--- src/rtl/fixed_pkg.sv ---
`default_nettype none

package fixed_pkg;

    // input samples are Q1.7
    localparam int din_width = 8;
    localparam int din_point = 7;

    // twiddles are Q2.14, so +1.0 fits without wrapping
    localparam int twidd_width = 16;
    localparam int twidd_point = 14;

    localparam int dft_len = 128;
    localparam int twiddle_bin = 5;

    // growth through comb, multiplier and integrator
    localparam int comb_width = din_width + 1;
    localparam int prod_width = comb_width + twidd_width;
    localparam int mod_width = prod_width + 1;
    localparam int mod_point = din_point + twidd_point;
    localparam int integ_width = mod_width + $clog2(dft_len);

    localparam int dout_width = 32;
    localparam int dout_point = 16;

    // integrator bits that survive the fraction truncation
    localparam int frac_drop = mod_point - dout_point;
    localparam int trunc_width = integ_width - frac_drop;

    // forward kernel cos - j*sin, packed as {re, im}
    function automatic logic [2*twidd_width-1:0] twiddle_value(input int m);
        real theta;
        real scale;
        logic signed [twidd_width-1:0] re;
        logic signed [twidd_width-1:0] im;
        theta = 2.0 * 3.14159265358979 * real'(twiddle_bin) * real'(m) / real'(dft_len);
        scale = real'(1 << twidd_point);
        re = twidd_width'(int'($cos(theta) * scale));
        im = twidd_width'(int'(-$sin(theta) * scale));
        return {re, im};
    endfunction

endpackage

`default_nettype wire

--- src/rtl/msdft_pkg.sv ---
`default_nettype none

package msdft_pkg;

    import fixed_pkg::*;

    // position inside the sliding window
    typedef logic [$clog2(dft_len)-1:0] win_idx_t;

    typedef struct packed {
        logic signed [din_width-1:0] re;
        logic signed [din_width-1:0] im;
    } cplx_in_t;

    // din minus the sample leaving the window
    typedef struct packed {
        logic signed [comb_width-1:0] re;
        logic signed [comb_width-1:0] im;
    } cplx_comb_t;

    typedef struct packed {
        logic signed [twidd_width-1:0] re;
        logic signed [twidd_width-1:0] im;
    } cplx_twidd_t;

    // full precision product of comb and twiddle
    typedef struct packed {
        logic signed [mod_width-1:0] re;
        logic signed [mod_width-1:0] im;
    } cplx_mod_t;

    typedef struct packed {
        logic signed [integ_width-1:0] re;
        logic signed [integ_width-1:0] im;
    } cplx_integ_t;

    typedef struct packed {
        logic signed [dout_width-1:0] re;
        logic signed [dout_width-1:0] im;
    } cplx_out_t;

endpackage

`default_nettype wire

--- src/rtl/sample_comb.sv ---
`default_nettype none

module sample_comb (
    input wire clk,
    input wire rst,
    input wire msdft_pkg::cplx_in_t din,
    input wire din_valid,
    input wire msdft_pkg::win_idx_t window_len_m1,
    output msdft_pkg::cplx_comb_t dout,
    output logic dout_valid
);

    import fixed_pkg::*;
    import msdft_pkg::*;

    cplx_in_t mem [dft_len];
    win_idx_t wr_ptr;
    win_idx_t rd_ptr;
    win_idx_t fill_cnt;
    logic fill_done;
    cplx_in_t old;

    // wraps modulo dft_len, a full window reads the slot about to be overwritten
    assign rd_ptr = wr_ptr - window_len_m1 - 1'b1;

    // nothing has left the window until it has been filled once
    assign old = fill_done ? mem[rd_ptr] : '0;

    always_ff @(posedge clk) begin
        if (din_valid) begin
            mem[wr_ptr] <= din;
            dout.re <= comb_width'(din.re) - comb_width'(old.re);
            dout.im <= comb_width'(din.im) - comb_width'(old.im);
        end
    end

    always_ff @(posedge clk) begin
        if (rst) begin
            wr_ptr <= '0;
            fill_cnt <= '0;
            fill_done <= 1'b0;
            dout_valid <= 1'b0;
        end else begin
            dout_valid <= din_valid;
            if (din_valid) begin
                wr_ptr <= wr_ptr + 1'b1;
                if (!fill_done) begin
                    if (fill_cnt == window_len_m1) begin
                        fill_done <= 1'b1;
                    end else begin
                        fill_cnt <= fill_cnt + 1'b1;
                    end
                end
            end
        end
    end

endmodule

`default_nettype wire

--- src/rtl/twiddle_rom.sv ---
`default_nettype none

module twiddle_rom (
    input wire clk,
    input wire msdft_pkg::win_idx_t addr,
    input wire rd,
    output msdft_pkg::cplx_twidd_t twidd
);

    import fixed_pkg::*;
    import msdft_pkg::*;

    cplx_twidd_t twidd_table [dft_len];

    // constant table, one entry per window position
    for (genvar m = 0; m < dft_len; m++) begin : g_table
        assign twidd_table[m] = cplx_twidd_t'(twiddle_value(m));
    end

    // one cycle read latency, output holds between reads
    always_ff @(posedge clk) begin
        if (rd) begin
            twidd <= twidd_table[addr];
        end
    end

endmodule

`default_nettype wire

--- src/rtl/complex_mult.sv ---
`default_nettype none

module complex_mult (
    input wire clk,
    input wire rst,
    input wire msdft_pkg::cplx_comb_t a,
    input wire msdft_pkg::cplx_twidd_t b,
    input wire in_valid,
    output msdft_pkg::cplx_mod_t prod,
    output logic out_valid
);

    import fixed_pkg::*;
    import msdft_pkg::*;

    logic signed [prod_width-1:0] ac;
    logic signed [prod_width-1:0] bd;
    logic signed [prod_width-1:0] ad;
    logic signed [prod_width-1:0] bc;
    logic pp_valid;

    // stage 1 partial products
    always_ff @(posedge clk) begin
        ac <= a.re * b.re;
        bd <= a.im * b.im;
        ad <= a.re * b.im;
        bc <= a.im * b.re;
    end

    // stage 2 combine, one guard bit keeps it exact
    always_ff @(posedge clk) begin
        prod.re <= mod_width'(ac) - mod_width'(bd);
        prod.im <= mod_width'(ad) + mod_width'(bc);
    end

    always_ff @(posedge clk) begin
        if (rst) begin
            pp_valid <= 1'b0;
            out_valid <= 1'b0;
        end else begin
            pp_valid <= in_valid;
            out_valid <= pp_valid;
        end
    end

endmodule

`default_nettype wire

--- src/rtl/signed_cast.sv ---
`default_nettype none

module signed_cast (
    input wire clk,
    input wire rst,
    input wire msdft_pkg::cplx_integ_t din,
    input wire din_valid,
    output msdft_pkg::cplx_out_t dout,
    output logic dout_valid
);

    import fixed_pkg::*;
    import msdft_pkg::*;

    logic signed [trunc_width-1:0] trunc_re;
    logic signed [trunc_width-1:0] trunc_im;
    logic signed [dout_width-1:0] cast_re;
    logic signed [dout_width-1:0] cast_im;

    // dropping low bits of two's complement rounds toward minus infinity
    assign trunc_re = din.re[integ_width-1:frac_drop];
    assign trunc_im = din.im[integ_width-1:frac_drop];

    if (trunc_width > dout_width) begin : g_sat
        function automatic logic signed [dout_width-1:0] sat_rail(
            input logic signed [trunc_width-1:0] t
        );
            logic [trunc_width-dout_width:0] top;
            top = t[trunc_width-1:dout_width-1];
            // all top bits equal means the value fits
            if (&top || ~|top) begin
                return t[dout_width-1:0];
            end else if (t[trunc_width-1]) begin
                return {1'b1, {(dout_width-1){1'b0}}};
            end else begin
                return {1'b0, {(dout_width-1){1'b1}}};
            end
        endfunction

        assign cast_re = sat_rail(trunc_re);
        assign cast_im = sat_rail(trunc_im);
    end else begin : g_ext
        // integer part always fits, sign extension is enough
        assign cast_re = dout_width'(trunc_re);
        assign cast_im = dout_width'(trunc_im);
    end

    always_ff @(posedge clk) begin
        dout.re <= cast_re;
        dout.im <= cast_im;
    end

    always_ff @(posedge clk) begin
        if (rst) begin
            dout_valid <= 1'b0;
        end else begin
            dout_valid <= din_valid;
        end
    end

endmodule

`default_nettype wire

--- src/rtl/msdft.sv ---
`default_nettype none

module msdft (
    input wire clk,
    input wire rst,
    input wire msdft_pkg::cplx_in_t din,
    input wire din_valid,
    input wire msdft_pkg::win_idx_t window_len_m1,
    output msdft_pkg::win_idx_t twidd_addr,
    output wire twidd_rd,
    input wire msdft_pkg::cplx_twidd_t twidd,
    output wire msdft_pkg::cplx_out_t dout,
    output wire dout_valid
);

    import fixed_pkg::*;
    import msdft_pkg::*;

    win_idx_t win_len_r;
    cplx_comb_t comb;
    logic comb_valid;
    cplx_comb_t comb_r;
    logic comb_r_valid;
    cplx_mod_t prod;
    logic prod_valid;
    cplx_integ_t integ;
    logic integ_valid;

    always_ff @(posedge clk) begin
        win_len_r <= window_len_m1;
    end

    sample_comb u_comb (
        .clk(clk),
        .rst(rst),
        .din(din),
        .din_valid(din_valid),
        .window_len_m1(win_len_r),
        .dout(comb),
        .dout_valid(comb_valid)
    );

    // rom read starts with the comb output and returns one cycle later
    assign twidd_rd = comb_valid;

    always_ff @(posedge clk) begin
        comb_r <= comb;
    end

    always_ff @(posedge clk) begin
        if (rst) begin
            twidd_addr <= '0;
            comb_r_valid <= 1'b0;
        end else begin
            comb_r_valid <= comb_valid;
            if (comb_valid) begin
                if (twidd_addr == win_len_r) begin
                    twidd_addr <= '0;
                end else begin
                    twidd_addr <= twidd_addr + 1'b1;
                end
            end
        end
    end

    complex_mult u_mult (
        .clk(clk),
        .rst(rst),
        .a(comb_r),
        .b(twidd),
        .in_valid(comb_r_valid),
        .prod(prod),
        .out_valid(prod_valid)
    );

    // wrapping accumulator, the comb keeps it bounded
    always_ff @(posedge clk) begin
        if (rst) begin
            integ <= '0;
            integ_valid <= 1'b0;
        end else begin
            integ_valid <= prod_valid;
            if (prod_valid) begin
                integ.re <= integ.re + integ_width'(prod.re);
                integ.im <= integ.im + integ_width'(prod.im);
            end
        end
    end

    signed_cast u_cast (
        .clk(clk),
        .rst(rst),
        .din(integ),
        .din_valid(integ_valid),
        .dout(dout),
        .dout_valid(dout_valid)
    );

endmodule

`default_nettype wire

--- src/rtl/msdft_top.sv ---
`default_nettype none

module msdft_top (
    input wire clk,
    input wire rst,
    input wire msdft_pkg::cplx_in_t din,
    input wire din_valid,
    input wire msdft_pkg::win_idx_t window_len_m1,
    output wire msdft_pkg::cplx_out_t dout,
    output wire dout_valid
);

    import msdft_pkg::*;

    win_idx_t twidd_addr;
    wire twidd_rd;
    cplx_twidd_t twidd;

    msdft u_core (
        .clk(clk),
        .rst(rst),
        .din(din),
        .din_valid(din_valid),
        .window_len_m1(window_len_m1),
        .twidd_addr(twidd_addr),
        .twidd_rd(twidd_rd),
        .twidd(twidd),
        .dout(dout),
        .dout_valid(dout_valid)
    );

    twiddle_rom u_rom (
        .clk(clk),
        .addr(twidd_addr),
        .rd(twidd_rd),
        .twidd(twidd)
    );

endmodule

`default_nettype wire

--- config.mk ---
export PLATFORM = sky130hd
export DESIGN_NAME = msdft_top
export DESIGN_NICKNAME = d
export VERILOG_FILES = /design/src/rtl/fixed_pkg.sv /design/src/rtl/msdft_pkg.sv /design/src/rtl/sample_comb.sv /design/src/rtl/twiddle_rom.sv /design/src/rtl/complex_mult.sv /design/src/rtl/signed_cast.sv /design/src/rtl/msdft.sv /design/src/rtl/msdft_top.sv
export SDC_FILE = /design/constraint.sdc
export NUM_CORES = 2
export LEC_CHECK = 0
export BUFFER_PORTS_ARGS = -buffer_cell sky130_fd_sc_hd__buf_2
export CORE_MARGIN = 8
export CORE_UTILIZATION = 59
export CTS_BUF_LIST = sky130_fd_sc_hd__clkbuf_8
export CTS_CLUSTER_SIZE = 20
export DETAILED_ROUTE_END_ITERATION = 12
export PLACE_DENSITY = 0.86
export SKIP_CTS_REPAIR_TIMING = 1
export SYNTH_ARGS = -nofsm -noshare
export SYNTH_HDL_FRONTEND = slang
export SYNTH_SLANG_ARGS = --single-unit
--- constraint.sdc ---
create_clock -name clk -period 5.9 [get_ports clk]
set_input_delay 1.18 -clock clk [delete_from_list [all_inputs] [get_ports clk]]
set_output_delay 1.18 -clock clk [all_outputs]
set_load 0.02 [all_outputs]
== Yosys cells after proc, flatten, opt, wreduce, memory -nomap -nowiden ==
Memories as Yosys holds them, arrays and structs flattened. A register that Yosys moved wholly into a read port is not among the register bits.
Cells that the tools add are included.
Storage, ports and cells
  output and inout port bits: 65
  bits in read-only memories: 4096
  memories kept: 2
  register bits after elaboration: 345
  memory bits (writable): 2048
  word-level logic and storage cells: 54
  bits of input ports: 26
Operators by class
  eq/ne operators: 2
  add/subtract/negate cells: 11
  multipliers: 4
  reductions and logical operators: 1
  bitwise logic cells: 3
  multiplexer cells: 6
Memories
  (no name shown): words 128, bits a word 32, rd ports 1, clocked after memory_dff 1, wr ports 0, line twiddle_rom.sv:23  | twidd <= twidd_table[addr];
  u_core.u_comb.mem: words 128, bits a word 16, rd ports 1, clocked after memory_dff 0, wr ports 1, line sample_comb.sv:16  | cplx_in_t mem [dft_len];
Operator list (number)
  $mul 9x16->25: 4
  $add 33x26->33: 2
  $add 25x25->26: 1
  $sub 25x25->26: 1
  $add 7x1->7 const B: 3
  $sub 8x8->9: 2
  $mux 16: 1
  $eq 7x7->1: 2
  $not 7->8: 1
  $mux 7: 1
  $sub 7x1->7 const B: 1
  $sub 7x7->7: 1
  $mux 1: 4
  $reduce_and 3->1: 1
  $not 1->1: 2

== Depth between registers and ports, before layout ==
An unclocked memory read counts as a cell.
  depth in word-level cells: 5
  depth in mapped cells: 22
  mapped depth without buffers: 21

== By module ==
A second synthesis with hierarchy kept.
Second synthesis, totals
  cell total of the unflattened synthesis: 7611
  area, all modules: 118394.8 um^2
By module, submodules not included
  sample_comb: times used 1, area each 80882.6 um^2, seq. area each 62359.8 um^2, cells each 3526
  complex_mult: times used 1, area each 25021.5 um^2, seq. area each 3083.0 um^2, cells each 2640
  msdft: times used 1, area each 6631.4 um^2, seq. area each 2001.9 um^2, cells each 762
  twiddle_rom: times used 1, area each 4644.5 um^2, seq. area each 960.9 um^2, cells each 617
  signed_cast: times used 1, area each 1214.9 um^2, seq. area each 1141.1 um^2, cells each 66

== Worst setup path after synthesis ==
No wires, ideal clock.
  kind: reg2reg
  start point: register u_rom.twidd[5] (netlist name)
  end point: register u_core.u_mult.bd[23]
  cell stages (with the launch flop): 22
  library setup time: 0.062 ns
  data arrival time: 5.379 ns
  data required time: 5.838 ns
  path buffers: 1
  clock period less this slack: 5.441 ns
  path slack: 0.459 ns
  path through: edfxtp_1 > clkbuf_1 > nand2_1 > fa_1 > inv_1 > fa_1 > ha_1 > inv_1 > fa_1 > inv_1 > ha_1 > ha_1 > fa_1 > a21o_1 > a21oi_1 > nor3_1 > nor2_1 > a21oi_1 > a41oi_1 > o21ai_0 > or4b_2 > nand3_1
Between the ends
  cells in the longest elaborated chain, start to end: 1
RTL lines
  $mul 9x16->25: line complex_mult.sv:25  | bd <= a.im * b.im;
  end signal: assignment: line complex_mult.sv:25
  end: declaration: line complex_mult.sv:17  | logic signed [prod_width-1:0] bd;
No other way between the ends.
A chain may end at the register's enable or synchronous reset.

== Final worst setup path ==
  start point: register u_core.u_comb.wr_ptr[0]
  end point: register u_core.u_comb.dout[16] in the netlist's numbering, data pin
Between the ends
  cells in the longest elaborated chain, start to end: 5
RTL lines
  start: declaration: line sample_comb.sv:17  | win_idx_t wr_ptr;
  start signal: assignment: line sample_comb.sv:46  | wr_ptr <= wr_ptr + 1'b1;
  $sub 7x7->7: line sample_comb.sv:24  | assign rd_ptr = wr_ptr - window_len_m1 - 1'b1;
  $sub 7x1->7: line sample_comb.sv:24
  $mem_v2 128x16
  $mux 16: line sample_comb.sv:27  | assign old = fill_done ? mem[rd_ptr] : '0;
  $sub 8x8->9: line sample_comb.sv:32  | dout.re <= comb_width'(din.re) - comb_width'(old.re);
  end: declaration: line sample_comb.sv:9  | output msdft_pkg::cplx_comb_t dout,
No other way between the ends.

==> impl_metrics.toml <==
[floorplan]
placeableCoreArea_um2 = 197000
initial_standard_cell_utilization_of_the_core = 0.593
fp.dieArea_um2 = 212000
vertical_die_dimension_um = 461
std_cell_rows = 163
die_w_um = 461
boundaryPins = 91

[power]
irDropWorstVdd_v = 0.000346
design_power_uw = 51900
powerDensity_nw_per_um2 = 400
p_leak_uw = 0.0478

[cts]
worst_setup_hold_path_clk_slew_ns = 0.07
clockRootBuffer = "sky130_fd_sc_hd__clkbuf_8"
cts-buffers-inserted = 385
clk-insertion-delay-late_ns = 1.12
ctsLongestPathBuffers = 4
tritoncts_clock_tree = "done"
numClockSinks = 2425
htreeDepth = 5

[drt]
avgViaCountPerCell = 6.59
wirelength_um = 320000
wl_per_cell_um = 29.8
via_count = 70700
firstDrtPassIters = 8
final_antenna_net_count = 0
drc = 0
drtIter0Drc = 9169

[critical_path]
cp_data_required_time_ns = 6.69
critical_path_arrival_ns = 6.73
r2r.worst_path.cells = 20
worstSetupStartpointType = "flip-flop"
cp-end-kind = "flip-flop"
critical_path_peak_fanout = 30
critical_path.endpoint = "u_core.u_comb.dout[16]"
reg2reg_slack_ns = -0.04
setup.worst_path.class = "flip-flop to flip-flop"
critical_path_source = "u_core.u_comb.wr_ptr[0]"
worst_r2r_endpoint = "u_core.u_comb.dout[16]"
crit-reg2reg-launch = "u_core.u_comb.wr_ptr[0]"

[sta]
clock-skew-final_ns = 0.138
maxClockFrequency_ghz = 0.168
worst_slew_pin_slew_ns = 1.15
setup_viol = 1
final_max_slew_viol_count = 0
setup_slack_ns = -0.0399
period_share = 1.01
hold-worst-slack_ns = 0.165
slew-limit-headroom = 0.230
final_hold_viol_count = 0
min_period_ns = 5.94

[grt]
grt.overflow.total = 0
grt_antenna_before_repair = 14
grt_start_max_net_pins = 97
grt_first_pass_wirelength_um = 466000
first_global_vias = 72000
globalRouteTotalUtil = 0.295

[logic_synthesis]
synth_ff_type = "sky130_fd_sc_hd__edfxtp_1"
ys_seq_elements = 2425
synth_warnings = 0
count_of_unique_library_cells_instantiated_by_yosys = 87
synthesis.nets = 8185
ys_seq_area_frac = 0.595
synth-edff-count = 2098
asyncSetResetFlopFracSynth = 0
synthesis.instances = 7319
avgSynthCellArea_um2 = 16.0
syn-cell-area_um2 = 117000

[layout]
layout_overhead_on_the_synthesized_area_pct = 11.0
final_layout_size_suffix_gt1_frac = 0.208
share_of_the_core_filled_with_cells = 0.658
layout.cells.most_common_list = "sky130_fd_sc_hd__edfxtp_1 (2,098), sky130_fd_sc_hd__mux4_2 (660), sky130_fd_sc_hd__inv_1 (571)"
mostFrequentLayoutCell = "sky130_fd_sc_hd__edfxtp_1"
layout.nets = 8673

[place]
place.port_buffers = 90
hpwlAfterDp_um = 203000
pre_cts_ws_ns = 0.0363
gpl.final_weighted_congestion = 0.939

[min_path]
min_path_type = "primary input to flip-flop"
holdCritStartpoint = "window_len_m1[6]"

[run_status]
outcome = "complete, but fails checks"
violated_checks = "setup timing"

[run]
max_cap_viol_count = 0
==> how the worst min path moves through the flow <==
stage | to | cells after the start
6_report | u_core.win_len_r[6] | 1
5_1_grt | u_core.win_len_r[6] | 1
4_1_cts | u_core.win_len_r[6] | 1
3_5_place_dp | u_core.comb_r[15] | 0
3_3_place_gp | u_core.comb_r[12] | 0
2_1_floorplan | u_core.comb_r[0] | 0
==> cell families after synthesis <==
logic type	Yosys count	synth area share
flip-flops	2425	0.595
AO/OA/AOI/OAI	766	0.0425
XOR/XNOR	230	0.0173
buffers and inverters	835	0.0285
multiplexers	754	0.135
AND/OR/NAND/NOR	1469	0.0599
adder cells (fa/ha/maj)	840	0.121
==> layer usage <==
layer  up-vias  wire length [µm]  track usage
li1      28500                 -            -
met1     35400            107000        0.360
met2      5472            155000        0.485
met3      1331             36000       0.0736
met4        10             22400        0.164
met5         -                70            0
==> stage by stage <==
step | setup TNS [ns] | std cells | cell area [µm²]
global placement | 0 | 10000 | 122000
CTS | -0.125 | 10700 | 129000
detailed placement | 0 | 10000 | 122000
floorplan | 0 | 7319 | 117000
finish | -0.0399 | 10700 | 130000
global route | -0.149 | 10700 | 130000
==> Yosys cell counts, types with 56 or more instances <==
library cell,number,share of area
sky130_fd_sc_hd__inv_1,465,0.015
sky130_fd_sc_hd__edfxtp_1,2098,0.54
sky130_fd_sc_hd__and2_1,310,0.017
sky130_fd_sc_hd__clkbuf_1,237,0.0076
sky130_fd_sc_hd__mux4_2,660,0.13
sky130_fd_sc_hd__nand2_1,446,0.014
sky130_fd_sc_hd__o21ai_0,147,0.0063
sky130_fd_sc_hd__nand3_1,71,0.0030
sky130_fd_sc_hd__dfxtp_1,327,0.056
sky130_fd_sc_hd__a211oi_1,56,0.0036
sky130_fd_sc_hd__a21oi_1,245,0.010
sky130_fd_sc_hd__fa_1,483,0.083
sky130_fd_sc_hd__mux2i_1,89,0.0076
sky130_fd_sc_hd__nor2_1,389,0.013
sky130_fd_sc_hd__ha_1,357,0.038
sky130_fd_sc_hd__xnor2_1,160,0.012
sky130_fd_sc_hd__a21o_1,71,0.0046
sky130_fd_sc_hd__xor2_1,69,0.0052
==> final cells by class <==
class / count / area (µm²)
Antenna cell: 8 / 20.0
Clock buffer: 397 / 5460
Clock inverter: 268 / 1650
Fill cell: 12400 / 67300
Inverter: 469 / 1760
Multi-Input combinational cell: 4060 / 44100
Sequential cell: 2425 / 69600
Tap cell: 2640 / 3300
Timing Repair Buffer: 466 / 3800
==> critical path, stage by stage, from the launching register on <==
cell	delay, ns
sky130_fd_sc_hd__dfxtp_2	0.41
sky130_fd_sc_hd__ha_4	0.15
sky130_fd_sc_hd__inv_1	0.05
sky130_fd_sc_hd__fa_4	0.94
sky130_fd_sc_hd__buf_4	0.17
sky130_fd_sc_hd__buf_12	0.21
sky130_fd_sc_hd__buf_4	0.23
sky130_fd_sc_hd__mux4_2	0.31
sky130_fd_sc_hd__mux4_2	0.58
sky130_fd_sc_hd__mux2i_4	0.27
sky130_fd_sc_hd__nand2_1	0.17
sky130_fd_sc_hd__a32oi_2	0.34
sky130_fd_sc_hd__ha_1	0.29
sky130_fd_sc_hd__nor2b_1	0.13
sky130_fd_sc_hd__o21ai_0	0.22
sky130_fd_sc_hd__nand2b_1	0.16
sky130_fd_sc_hd__a21o_1	0.21
sky130_fd_sc_hd__a21o_1	0.20
sky130_fd_sc_hd__a21o_1	0.19
sky130_fd_sc_hd__a21oi_1	0.20
sky130_fd_sc_hd__xnor2_1	0.13
==> sequential cells by signal (all words and copies together) (netlist names), 25 cells and up <==
| signal | cells |
|---|---|
| u_core.u_mult.ac | 25 |
| u_core.u_cast.dout | 56 |
| u_core.u_mult.bd | 25 |
| u_core.u_mult.prod | 52 |
| u_rom.twidd | 32 |
| u_core.integ | 66 |
| u_core.u_comb.mem | 2048 |
| u_core.u_mult.bc | 25 |
| u_core.u_mult.ad | 25 |
==> report_power, final <==
| group | switching, µW | internal [µW] | leakage [µW] |
|---|---|---|---|
| Sequential | 417 | 19400 | 0.0216 |
| Combinational | 10400 | 7850 | 0.0222 |
| Clock | 6690 | 7100 | 0.00403 |
| Total | 17500 | 34400 | 0.0478 |
No activity file was read; power rests on OpenSTA's default activity.
